<file path="src/hdl/mipsPkg.sv">
//----------------------------------------------------------
// MIPS core shared types
// Instruction formats, opcode and funct values, ALU operations
// and the control structs carried down the pipeline
//----------------------------------------------------------
package mipsPkg;

  typedef logic [31:0] word;
  typedef logic [4:0]  regIndex;

  // Three views of one instruction word
  typedef struct packed {
    logic [5:0] op;
    regIndex    rs;
    regIndex    rt;
    regIndex    rd;
    logic [4:0] shamt;
    logic [5:0] funct;
  } rFields;

  typedef struct packed {
    logic [5:0]  op;
    regIndex     rs;
    regIndex     rt;
    logic [15:0] imm;
  } iFields;

  typedef struct packed {
    logic [5:0]  op;
    logic [25:0] target;
  } jFields;

  typedef union packed {
    rFields rFormat;
    iFields iFormat;
    jFields jFormat;
  } instrWord;

  //----------------------------------------------------------
  // Opcodes
  //----------------------------------------------------------
  localparam logic [5:0] opRtype = 6'b000000;
  localparam logic [5:0] opJ     = 6'b000010;
  localparam logic [5:0] opBeq   = 6'b000100;
  localparam logic [5:0] opBne   = 6'b000101;
  localparam logic [5:0] opAddi  = 6'b001000;
  localparam logic [5:0] opAddiu = 6'b001001;
  localparam logic [5:0] opSlti  = 6'b001010;
  localparam logic [5:0] opAndi  = 6'b001100;
  localparam logic [5:0] opOri   = 6'b001101;
  localparam logic [5:0] opXori  = 6'b001110;
  localparam logic [5:0] opLw    = 6'b100011;
  localparam logic [5:0] opSw    = 6'b101011;

  // R-type funct field
  localparam logic [5:0] functAdd  = 6'b100000;
  localparam logic [5:0] functAddu = 6'b100001;
  localparam logic [5:0] functSub  = 6'b100010;
  localparam logic [5:0] functSubu = 6'b100011;
  localparam logic [5:0] functAnd  = 6'b100100;
  localparam logic [5:0] functOr   = 6'b100101;
  localparam logic [5:0] functXor  = 6'b100110;
  localparam logic [5:0] functNor  = 6'b100111;
  localparam logic [5:0] functSlt  = 6'b101010;
  localparam logic [5:0] functSltu = 6'b101011;

  typedef enum logic [2:0] {
    aluAnd  = 3'b000,
    aluOr   = 3'b001,
    aluAdd  = 3'b010,
    aluSltu = 3'b011,
    aluXor  = 3'b100,
    aluNor  = 3'b101,
    aluSub  = 3'b110,
    aluSlt  = 3'b111
  } aluOp;

  //----------------------------------------------------------
  // Pipeline control
  //----------------------------------------------------------
  typedef struct packed {
    logic regWrite;
    logic regDst;     // Write rd instead of rt
    logic aluSrc;     // Second operand is the immediate
    logic memWrite;
    logic memToReg;
    logic zeroExt;
    aluOp alu;
    logic branch;
    logic branchNe;
    logic jump;
  } decodeCtrl;

  typedef struct packed {
    logic regWrite;
    logic regDst;
    logic aluSrc;
    logic memWrite;
    logic memToReg;
    aluOp alu;
  } execCtrl;

  typedef struct packed {
    execCtrl ctrl;
    word     srcA;
    word     srcB;
    word     imm;    // Already extended
    regIndex rs;
    regIndex rt;
    regIndex rd;
  } decodedOp;

  typedef struct packed {
    logic regWrite;
    logic memToReg;
  } memCtrl;

endpackage

</file>
<file path="src/hdl/controlDecoder.sv">
//----------------------------------------------------------
// Control decoder
// Maps opcode and funct to the decode-stage control word
//----------------------------------------------------------
`timescale 1ns/1ps

module controlDecoder (
  input  mipsPkg::instrWord  instr,
  output mipsPkg::decodeCtrl ctrl
);
  import mipsPkg::*;

  always_comb begin
    ctrl     = '0;         // Unknown opcodes fall through as no-ops
    ctrl.alu = aluAdd;
    case (instr.rFormat.op)
      opRtype: begin
        ctrl.regWrite = 1'b1;
        ctrl.regDst   = 1'b1;
        case (instr.rFormat.funct)
          functAdd, functAddu: ctrl.alu = aluAdd;   // No overflow trap
          functSub, functSubu: ctrl.alu = aluSub;
          functAnd:            ctrl.alu = aluAnd;
          functOr:             ctrl.alu = aluOr;
          functXor:            ctrl.alu = aluXor;
          functNor:            ctrl.alu = aluNor;
          functSlt:            ctrl.alu = aluSlt;
          functSltu:           ctrl.alu = aluSltu;
          default:             ctrl.regWrite = 1'b0;
        endcase
      end
      opLw: begin
        ctrl.regWrite = 1'b1;
        ctrl.aluSrc   = 1'b1;
        ctrl.memToReg = 1'b1;
      end
      opSw: begin
        ctrl.aluSrc   = 1'b1;
        ctrl.memWrite = 1'b1;
      end
      opAddi, opAddiu: begin
        ctrl.regWrite = 1'b1;
        ctrl.aluSrc   = 1'b1;
      end
      opSlti: begin
        ctrl.regWrite = 1'b1;
        ctrl.aluSrc   = 1'b1;
        ctrl.alu      = aluSlt;
      end
      opAndi, opOri, opXori: begin
        ctrl.regWrite = 1'b1;
        ctrl.aluSrc   = 1'b1;
        ctrl.zeroExt  = 1'b1;
        case (instr.rFormat.op)
          opAndi:  ctrl.alu = aluAnd;
          opOri:   ctrl.alu = aluOr;
          default: ctrl.alu = aluXor;
        endcase
      end
      opBeq: ctrl.branch = 1'b1;
      opBne: begin
        ctrl.branch   = 1'b1;
        ctrl.branchNe = 1'b1;
      end
      opJ: ctrl.jump = 1'b1;
      default: ;
    endcase
  end

endmodule

</file>
<file path="src/hdl/registerFile.sv">
//----------------------------------------------------------
// Register file, 32 x 32
// Two combinational reads, one write on the falling edge
//----------------------------------------------------------
`timescale 1ns/1ps

module registerFile (
  input  logic             clk,
  input  mipsPkg::regIndex readA,
  input  mipsPkg::regIndex readB,
  output mipsPkg::word     dataA,
  output mipsPkg::word     dataB,
  input  logic             writeEn,
  input  mipsPkg::regIndex writeAddr,
  input  mipsPkg::word     writeData
);
  import mipsPkg::*;

  word regs [32];

  // Falling edge so decode sees writeback in the same cycle
  always_ff @(negedge clk) begin
    if (writeEn) regs[writeAddr] <= writeData;
  end

  assign dataA = (readA == '0) ? '0 : regs[readA];  // $0 is hardwired
  assign dataB = (readB == '0) ? '0 : regs[readB];

endmodule

</file>
<file path="src/hdl/hazardUnit.sv">
//----------------------------------------------------------
// Hazard unit
// Forwarding selects for decode and execute, stall detection
//----------------------------------------------------------
`timescale 1ns/1ps

module hazardUnit (
  input  mipsPkg::regIndex rsD,
  input  mipsPkg::regIndex rtD,
  input  mipsPkg::regIndex rsE,
  input  mipsPkg::regIndex rtE,
  input  mipsPkg::regIndex writeRegE,
  input  mipsPkg::regIndex writeRegM,
  input  mipsPkg::regIndex writeRegW,
  input  logic             regWriteE,
  input  logic             regWriteM,
  input  logic             regWriteW,
  input  logic             memToRegE,
  input  logic             memToRegM,
  input  logic             branchD,
  output logic             forwardAD,
  output logic             forwardBD,
  output logic [1:0]       forwardAE,
  output logic [1:0]       forwardBE,
  output logic             stall
);
  import mipsPkg::*;

  logic loadUseStall;
  logic branchStall;

  // Branch compare takes the memory-stage ALU value
  assign forwardAD = (rsD != '0) && (rsD == writeRegM) && regWriteM;
  assign forwardBD = (rtD != '0) && (rtD == writeRegM) && regWriteM;

  // Memory stage (2'b10) beats writeback (2'b01) as the newer value
  always_comb begin
    forwardAE = 2'b00;
    forwardBE = 2'b00;
    if (rsE != '0) begin
      if (rsE == writeRegM && regWriteM)      forwardAE = 2'b10;
      else if (rsE == writeRegW && regWriteW) forwardAE = 2'b01;
    end
    if (rtE != '0) begin
      if (rtE == writeRegM && regWriteM)      forwardBE = 2'b10;
      else if (rtE == writeRegW && regWriteW) forwardBE = 2'b01;
    end
  end

  assign loadUseStall = memToRegE && (rtE == rsD || rtE == rtD);

  // Result not ready for the compare yet
  assign branchStall = branchD &&
    ((regWriteE && writeRegE != '0 && (writeRegE == rsD || writeRegE == rtD)) ||
     (memToRegM && writeRegM != '0 && (writeRegM == rsD || writeRegM == rtD)));

  assign stall = loadUseStall || branchStall;

endmodule

</file>
<file path="src/hdl/fetchDecodeStage.sv">
//----------------------------------------------------------
// Fetch and decode stages
// PC, F/D register, branch resolution and operand packing
//----------------------------------------------------------
`timescale 1ns/1ps

module fetchDecodeStage (
  input  logic               clk,
  input  logic               reset,
  input  mipsPkg::word       instr,
  output mipsPkg::word       pc,
  input  logic               stall,
  input  mipsPkg::decodeCtrl ctrl,
  output mipsPkg::instrWord  instrD,
  input  mipsPkg::word       dataA,
  input  mipsPkg::word       dataB,
  input  logic               forwardAD,
  input  logic               forwardBD,
  input  mipsPkg::word       aluOutM,
  output mipsPkg::decodedOp  decoded
);
  import mipsPkg::*;

  word  pcD;
  word  pcPlus4;
  word  pcNext;
  word  branchTarget;
  word  jumpTarget;
  word  cmpA;
  word  cmpB;
  word  immExt;
  logic branchTaken;

  //----------------------------------------------------------
  // Fetch
  //----------------------------------------------------------
  assign pcPlus4 = pc + 32'd4;

  always_ff @(posedge clk or posedge reset) begin
    if (reset) begin
      pc <= '0;
    end else if (!stall) begin
      pc <= pcNext;
    end
  end

  // Reset leaves a no-op in decode
  always_ff @(posedge clk or posedge reset) begin
    if (reset) begin
      instrD <= '0;
      pcD    <= '0;
    end else if (!stall) begin
      instrD <= instr;
      pcD    <= pc;
    end
  end

  //----------------------------------------------------------
  // Decode
  //----------------------------------------------------------
  assign cmpA = forwardAD ? aluOutM : dataA;
  assign cmpB = forwardBD ? aluOutM : dataB;

  assign branchTaken = ctrl.branch && ((cmpA == cmpB) ^ ctrl.branchNe);

  // Offsets are relative to the branch itself
  assign branchTarget = pcD + {{14{instrD.iFormat.imm[15]}}, instrD.iFormat.imm, 2'b00};
  assign jumpTarget   = {pcD[31:28], instrD.jFormat.target, 2'b00};

  // Fetch already holds the delay slot, so redirect the one after it
  always_comb begin
    if (ctrl.jump)        pcNext = jumpTarget;
    else if (branchTaken) pcNext = branchTarget;
    else                  pcNext = pcPlus4;
  end

  assign immExt = ctrl.zeroExt ? {16'h0000, instrD.iFormat.imm}
                               : {{16{instrD.iFormat.imm[15]}}, instrD.iFormat.imm};

  always_comb begin
    decoded.ctrl.regWrite = ctrl.regWrite;
    decoded.ctrl.regDst   = ctrl.regDst;
    decoded.ctrl.aluSrc   = ctrl.aluSrc;
    decoded.ctrl.memWrite = ctrl.memWrite;
    decoded.ctrl.memToReg = ctrl.memToReg;
    decoded.ctrl.alu      = ctrl.alu;
    decoded.srcA          = dataA;       // Execute forwards from M and W
    decoded.srcB          = dataB;
    decoded.imm           = immExt;
    decoded.rs            = instrD.rFormat.rs;
    decoded.rt            = instrD.rFormat.rt;
    decoded.rd            = instrD.rFormat.rd;
  end

endmodule

</file>
<file path="src/hdl/executeStage.sv">
//----------------------------------------------------------
// Execute stage
// D/E register, operand forwarding and the ALU
//----------------------------------------------------------
`timescale 1ns/1ps

module executeStage (
  input  logic              clk,
  input  logic              reset,
  input  logic              stall,
  input  mipsPkg::decodedOp decoded,
  input  logic [1:0]        forwardAE,
  input  logic [1:0]        forwardBE,
  input  mipsPkg::word      resultW,
  input  mipsPkg::word      aluOutM,
  output mipsPkg::word      aluOutE,
  output mipsPkg::word      storeDataE,
  output mipsPkg::regIndex  writeRegE,
  output mipsPkg::execCtrl  ctrlE,
  output mipsPkg::regIndex  rsE,
  output mipsPkg::regIndex  rtE
);
  import mipsPkg::*;

  decodedOp opE;
  word      srcAE;
  word      srcBE;

  // A stalled decode leaves a bubble behind it
  always_ff @(posedge clk or posedge reset) begin
    if (reset) begin
      opE <= '0;
    end else if (stall) begin
      opE <= '0;
    end else begin
      opE <= decoded;
    end
  end

  assign ctrlE = opE.ctrl;
  assign rsE   = opE.rs;
  assign rtE   = opE.rt;

  //----------------------------------------------------------
  // Operands
  //----------------------------------------------------------
  always_comb begin
    case (forwardAE)
      2'b10:   srcAE = aluOutM;
      2'b01:   srcAE = resultW;
      default: srcAE = opE.srcA;
    endcase
    case (forwardBE)
      2'b10:   storeDataE = aluOutM;
      2'b01:   storeDataE = resultW;
      default: storeDataE = opE.srcB;
    endcase
  end

  assign srcBE     = opE.ctrl.aluSrc ? opE.imm : storeDataE;
  assign writeRegE = opE.ctrl.regDst ? opE.rd : opE.rt;

  //----------------------------------------------------------
  // ALU
  //----------------------------------------------------------
  always_comb begin
    case (opE.ctrl.alu)
      aluAnd:  aluOutE = srcAE & srcBE;
      aluOr:   aluOutE = srcAE | srcBE;
      aluAdd:  aluOutE = srcAE + srcBE;
      aluSub:  aluOutE = srcAE - srcBE;
      aluXor:  aluOutE = srcAE ^ srcBE;
      aluNor:  aluOutE = ~(srcAE | srcBE);
      aluSlt:  aluOutE = {31'b0, $signed(srcAE) < $signed(srcBE)};
      default: aluOutE = {31'b0, srcAE < srcBE};  // SLTU
    endcase
  end

endmodule

</file>
<file path="src/hdl/memWritebackStage.sv">
//----------------------------------------------------------
// Memory and writeback stages
// E/M and M/W registers plus the writeback result mux
//----------------------------------------------------------
`timescale 1ns/1ps

module memWritebackStage (
  input  logic             clk,
  input  logic             reset,
  input  mipsPkg::word     aluOutE,
  input  mipsPkg::word     storeDataE,
  input  mipsPkg::regIndex writeRegE,
  input  mipsPkg::execCtrl ctrlE,
  input  mipsPkg::word     readData,
  output logic             memWrite,
  output mipsPkg::word     aluOut,
  output mipsPkg::word     writeData,
  output mipsPkg::regIndex writeRegM,
  output logic             regWriteM,
  output logic             memToRegM,
  output mipsPkg::word     resultW,
  output mipsPkg::regIndex writeRegW,
  output logic             regWriteW
);
  import mipsPkg::*;

  memCtrl ctrlM;
  memCtrl ctrlW;
  word    aluOutW;
  word    readDataW;

  always_ff @(posedge clk or posedge reset) begin
    if (reset) begin
      memWrite  <= 1'b0;
      ctrlM     <= '0;
      ctrlW     <= '0;
      writeRegM <= '0;
      writeRegW <= '0;
    end else begin
      memWrite  <= ctrlE.memWrite;
      ctrlM     <= '{regWrite: ctrlE.regWrite, memToReg: ctrlE.memToReg};
      ctrlW     <= ctrlM;
      writeRegM <= writeRegE;
      writeRegW <= writeRegM;
    end
  end

  // Data path words
  always_ff @(posedge clk or posedge reset) begin
    if (reset) begin
      aluOut    <= '0;
      writeData <= '0;
      aluOutW   <= '0;
      readDataW <= '0;
    end else begin
      aluOut    <= aluOutE;
      writeData <= storeDataE;
      aluOutW   <= aluOut;
      readDataW <= readData;
    end
  end

  assign regWriteM = ctrlM.regWrite;
  assign memToRegM = ctrlM.memToReg;
  assign regWriteW = ctrlW.regWrite;
  assign resultW   = ctrlW.memToReg ? readDataW : aluOutW;

endmodule

</file>
<file path="src/hdl/mipsCore.sv">
//----------------------------------------------------------
// Pipelined MIPS core
// Five stages with forwarding and decode-stage branches
//----------------------------------------------------------
`timescale 1ns/1ps

module mipsCore (
  input  logic         clk,
  input  logic         reset,
  output mipsPkg::word pc,
  input  mipsPkg::word instr,
  output logic         memWrite,
  output mipsPkg::word aluOut,     // Data address
  output mipsPkg::word writeData,
  input  mipsPkg::word readData
);
  import mipsPkg::*;

  instrWord   instrD;
  decodeCtrl  ctrlD;
  decodedOp   decodedD;
  word        dataA;
  word        dataB;
  logic       forwardAD;
  logic       forwardBD;
  logic [1:0] forwardAE;
  logic [1:0] forwardBE;
  logic       stall;
  word        aluOutE;
  word        storeDataE;
  execCtrl    ctrlE;
  regIndex    rsE;
  regIndex    rtE;
  regIndex    writeRegE;
  regIndex    writeRegM;
  regIndex    writeRegW;
  logic       regWriteM;
  logic       memToRegM;
  logic       regWriteW;
  word        resultW;

  fetchDecodeStage fetchDecode0 (
    .clk(clk), .reset(reset), .instr(instr), .pc(pc), .stall(stall),
    .ctrl(ctrlD), .instrD(instrD), .dataA(dataA), .dataB(dataB),
    .forwardAD(forwardAD), .forwardBD(forwardBD), .aluOutM(aluOut),
    .decoded(decodedD)
  );

  controlDecoder decoder0 (.instr(instrD), .ctrl(ctrlD));

  registerFile regFile0 (
    .clk(clk), .readA(instrD.rFormat.rs), .readB(instrD.rFormat.rt),
    .dataA(dataA), .dataB(dataB), .writeEn(regWriteW),
    .writeAddr(writeRegW), .writeData(resultW)
  );

  hazardUnit hazard0 (
    .rsD(instrD.rFormat.rs), .rtD(instrD.rFormat.rt), .rsE(rsE), .rtE(rtE),
    .writeRegE(writeRegE), .writeRegM(writeRegM), .writeRegW(writeRegW),
    .regWriteE(ctrlE.regWrite), .regWriteM(regWriteM), .regWriteW(regWriteW),
    .memToRegE(ctrlE.memToReg), .memToRegM(memToRegM), .branchD(ctrlD.branch),
    .forwardAD(forwardAD), .forwardBD(forwardBD),
    .forwardAE(forwardAE), .forwardBE(forwardBE), .stall(stall)
  );

  executeStage execute0 (
    .clk(clk), .reset(reset), .stall(stall), .decoded(decodedD),
    .forwardAE(forwardAE), .forwardBE(forwardBE), .resultW(resultW),
    .aluOutM(aluOut), .aluOutE(aluOutE), .storeDataE(storeDataE),
    .writeRegE(writeRegE), .ctrlE(ctrlE), .rsE(rsE), .rtE(rtE)
  );

  memWritebackStage memWriteback0 (
    .clk(clk), .reset(reset), .aluOutE(aluOutE), .storeDataE(storeDataE),
    .writeRegE(writeRegE), .ctrlE(ctrlE), .readData(readData),
    .memWrite(memWrite), .aluOut(aluOut), .writeData(writeData),
    .writeRegM(writeRegM), .regWriteM(regWriteM), .memToRegM(memToRegM),
    .resultW(resultW), .writeRegW(writeRegW), .regWriteW(regWriteW)
  );

endmodule

</file>
<file path="config.mk">
export PLATFORM = sky130hd
export DESIGN_NAME = mipsCore
export DESIGN_NICKNAME = d
export VERILOG_FILES = /design/src/hdl/mipsPkg.sv /design/src/hdl/controlDecoder.sv /design/src/hdl/registerFile.sv /design/src/hdl/hazardUnit.sv /design/src/hdl/fetchDecodeStage.sv /design/src/hdl/executeStage.sv /design/src/hdl/memWritebackStage.sv /design/src/hdl/mipsCore.sv
export SDC_FILE = /design/constraint.sdc
export NUM_CORES = 2
export LEC_CHECK = 0
export BUFFER_PORTS_ARGS = -buffer_cell sky130_fd_sc_hd__buf_4
export CAP_MARGIN = 20
export CORE_UTILIZATION = 42
export DETAILED_ROUTE_END_ITERATION = 10
export MAX_ROUTING_LAYER = met4
export PLACE_DENSITY = 0.64
export SYNTH_ARGS = -nofsm -noshare
export SYNTH_HDL_FRONTEND = slang
export SYNTH_SLANG_ARGS = --single-unit
</file>
<file path="constraint.sdc">
create_clock -name clk -period 14.4 [get_ports clk]
set_input_delay 1.44 -clock clk [delete_from_list [all_inputs] [get_ports clk]]
set_output_delay 1.44 -clock clk [all_outputs]
set_load 0.005 [all_outputs]
</file>
==> flow_metrics.env <==
export IMPL_numCtsBuffers=152
export IMPL_crit_fanout=17
export IMPL_dr_first_iter_drc_count=7723
export IMPL_syn_nets=5489
export IMPL_synth_simple_area_share_pct=8.36
export IMPL_powerDensity_nw_per_um2=153
export IMPL_grt_pass1_wl_um=363000
export IMPL_ys_seq_area_share_pct=55.5
export IMPL_status="complete, no violations"
export IMPL_io_pins=163
export IMPL_cts_root_buf="clkbuf_16"
export IMPL_insertion_delay_ns=0.85
export IMPL_grt_pass1_vias=54386
export IMPL_end_kind="flip-flop"
export IMPL_cp_arrival_ns=13.38
export IMPL_finalSetupViolCount=0
export IMPL_synth_cell_area_um2=70600
export IMPL_die_area_um2=170000
export IMPL_finClkSkew_ns=0.0857
export IMPL_synth_fa_ha_area_share_pct=2.37
export IMPL_stdcell_area_um2=83100
export IMPL_syn_avg_cell_area_um2=13.3
export IMPL_synth_compound_area_share_pct=10.3
export IMPL_grt_max_degree=141
export IMPL_port_buffers=162
export IMPL_synth_seq_cells=1362
export IMPL_yosys_area_share_xor_xnor_pct=1.56
export IMPL_fin_nets=6597
export IMPL_synth_top_family_by_area="multiplexers"
export IMPL_slew_headroom_pct=17.8
export IMPL_synthMuxAreaShare_pct=17.8
export IMPL_synth_edff_count=1024
export IMPL_die_y_um=412
export IMPL_synth_cells=5291
export IMPL_setup_ws_ns=1.72
export IMPL_gr_usage_all_layers_pct=30.6
export IMPL_dr_pass1_iters=8
export IMPL_cp_start_kind="flip-flop"
export IMPL_cts_tree="built"
export IMPL_final_max_slew_violation_count=0
export IMPL_drt_antenna_violating_nets=0
export IMPL_vdd_ir_drop_max_mv=0.117
export IMPL_avgViaCountPerCell=6.22
export IMPL_criticalPathCategory="flip-flop to flip-flop"
export IMPL_rsz0062_at_grt="false"
export IMPL_cts_sinks=1362
export IMPL_gp_congestion=0.969
export IMPL_row_count=150
export IMPL_synth_warnings=0
export IMPL_multiInputGateArea_um2=28800
export IMPL_ff_latch_area_um2=39200
export IMPL_core_area_um2=167000
export IMPL_place_hpwl_um=156000
export IMPL_area_growth_syn_to_layout_pct=17.7
export IMPL_fillers=14573
export IMPL_tns_ns=0
export IMPL_synthDistinctLibCells=96
export IMPL_die_x_um=412
export IMPL_hold_class="flip-flop to flip-flop"
export IMPL_p_total_mw=12.7
export IMPL_cts_resized=0
export IMPL_drc_errors=0
export IMPL_final_layout_size_suffix_gt1_share_pct=16.6
export IMPL_place_ws_ns=2.01
export IMPL_postCtsSetupRepairBufs=0
export IMPL_detail_route_wl_per_cell_um=29.4
export IMPL_ctsHoldBuffers=0
export IMPL_wirelength_um=257000
export IMPL_whs_ns=0.369
export IMPL_drv_cap=0
export IMPL_leakage_nw=34.5
export IMPL_cts_buffer_depth=3
export IMPL_clkTransAtPathRegs_ns=0.06
export IMPL_vias=54322
export IMPL_ys_flop_type="edfxtp_1"
export IMPL_htreeDepth=4
export IMPL_required_ns=15.11
export IMPL_overflow=0
export IMPL_worst_slew_pin_slew_ns=1.23
export IMPL_start_util_pct=42.3
export IMPL_antenna_found_initial=10
export IMPL_finalHoldViolCount=0
export IMPL_placed_cell_area_um2=73800
export IMPL_synthArstFlopShare_pct=24.8
## sequential cells by signal, summed over array words and instances (netlist names), 8 cells and up
name                     count
memWriteback0.writeData     32
memWriteback0.aluOut        32
fetchDecode0.pcD            32
memWriteback0.aluOutW       32
memWriteback0.readDataW     32
fetchDecode0.pc             32
regFile0.regs             1024
fetchDecode0.instrD         32
execute0.opE                81
execute0.ctrlE               8
## synthesized netlist by cell type (23+ instances only)
master       n  area, µm²
buf_6       57        642
dfrtp_1    338       8460
or3_1       23        144
o22ai_1    110        688
nand2_1    448       1680
buf_4       56        420
nor3_1      39        195
mux4_2     359       8090
and2_1      40        250
xor2_1      44        385
and3_1      69        432
nor2_1     317       1190
a22oi_1    181       1360
buf_2       62        310
nor2b_1     32        200
nand3b_1    26        195
a31oi_1     43        269
a21o_1      32        240
xnor2_1     82        718
nand4_1     42        263
mux2_2      72        811
a211oi_1    23        173
mux2i_1    324       3240
edfxtp_1  1024      30700
a22o_1      30        263
nand2b_1    23        144
a21oi_1    210       1050
nand3_1    109        546
o211ai_1    31        233
clkbuf_1   152        571
inv_1      176        661
o21a_1      52        390
o21ai_0    226       1130
ha_1       129       1610
## cells in the final DEF (no fill, tap or decap), types with 109 or more instances in the layout
master        n
a21oi_1     210
a22oi_1     180
buf_4       286
clkbuf_16   155
dfrtp_1     325
edfxtp_1   1024
ha_1        127
inv_1      1215
mux2i_1     324
mux4_2      359
nand2_1     448
nand3_1     109
nor2_1      282
o21ai_0     226
o22ai_1     110
## per-stage QoR
step	util, %	instances
floorplan	-	5291
global placement	44.2	7421
detailed placement	44.2	7422
CTS	49.7	8722
global route	49.8	8730
finish	49.8	8733
## worst max-delay path, stage by stage (launching register included)
cell and delay [ns]:
edfxtp_1 0.39, mux4_2 0.49, a22oi_1 0.24, nand2_1 0.10, o31ai_1 0.80, o221ai_1 0.26
a21boi_0 0.19, a31oi_1 0.43, nand4_1 0.24, nor4_4 0.46, mux2i_1 0.25, buf_4 0.27
and2_1 0.59, a2111oi_0 0.26, a311o_1 0.37
## final cells by class
class | count | area share, %
multi-input combinational | 3383 | 34.7
inverter | 180 | 0.822
antenna | 7 | 0.0211
timing repair buffer | 296 | 2.78
sequential | 1362 | 47.2
clock buffer | 165 | 4.74
clock inverter | 1136 | 6.42
tap | 2204 | 3.32
## kinds of logic after synthesis
| family | count (synthesis) |
|---|---|
| AOI/OAI and AO/OA | 1104 |
| xor gates and xnor gates | 126 |
| adders and majority gates | 132 |
| buffers and inverters | 546 |
| DFF | 1362 |
| muxes | 771 |
| and+or+nand+nor | 1250 |
## where the power goes
part / switching [mW] / total, mW / internal, mW
registers: 0.275 / 5.15 / 4.88
logic: 1.46 / 2.15 / 0.682
clock network: 2.52 / 5.39 / 2.87
## final timing paths
path                                           start                 endpoint  slack (ns)  cells after the start
max in group asynchronous                      reset  memWriteback0.aluOut[7]       11.93                      4
worst max-delay path            regFile0.regs[31][6]      fetchDecode0.pc[11]        1.72                     14
min in group asynchronous                      reset   fetchDecode0.instrD[2]        0.54                      2
worst min-delay path               execute0.ctrlE[4]   memWriteback0.memWrite        0.37                      0
worst min register to register     execute0.ctrlE[4]   memWriteback0.memWrite        0.37                      0
worst max register to register  regFile0.regs[31][6]      fetchDecode0.pc[11]        1.72                     14
## routing by layer
layer | share of wire [%] | routed length, µm | track usage (%) | up-vias
li1 | - | - | - | 22685
met1 | 36 | 92100 | 36.1 | 27056
met2 | 47 | 119000 | 46.6 | 3819
met3 | 12 | 31400 | 9.28 | 762
met4 | 5.3 | 13700 | 17.1 | 0
met5 | 0 | 0 | - | -
No activity file was read; power rests on OpenSTA's default activity.
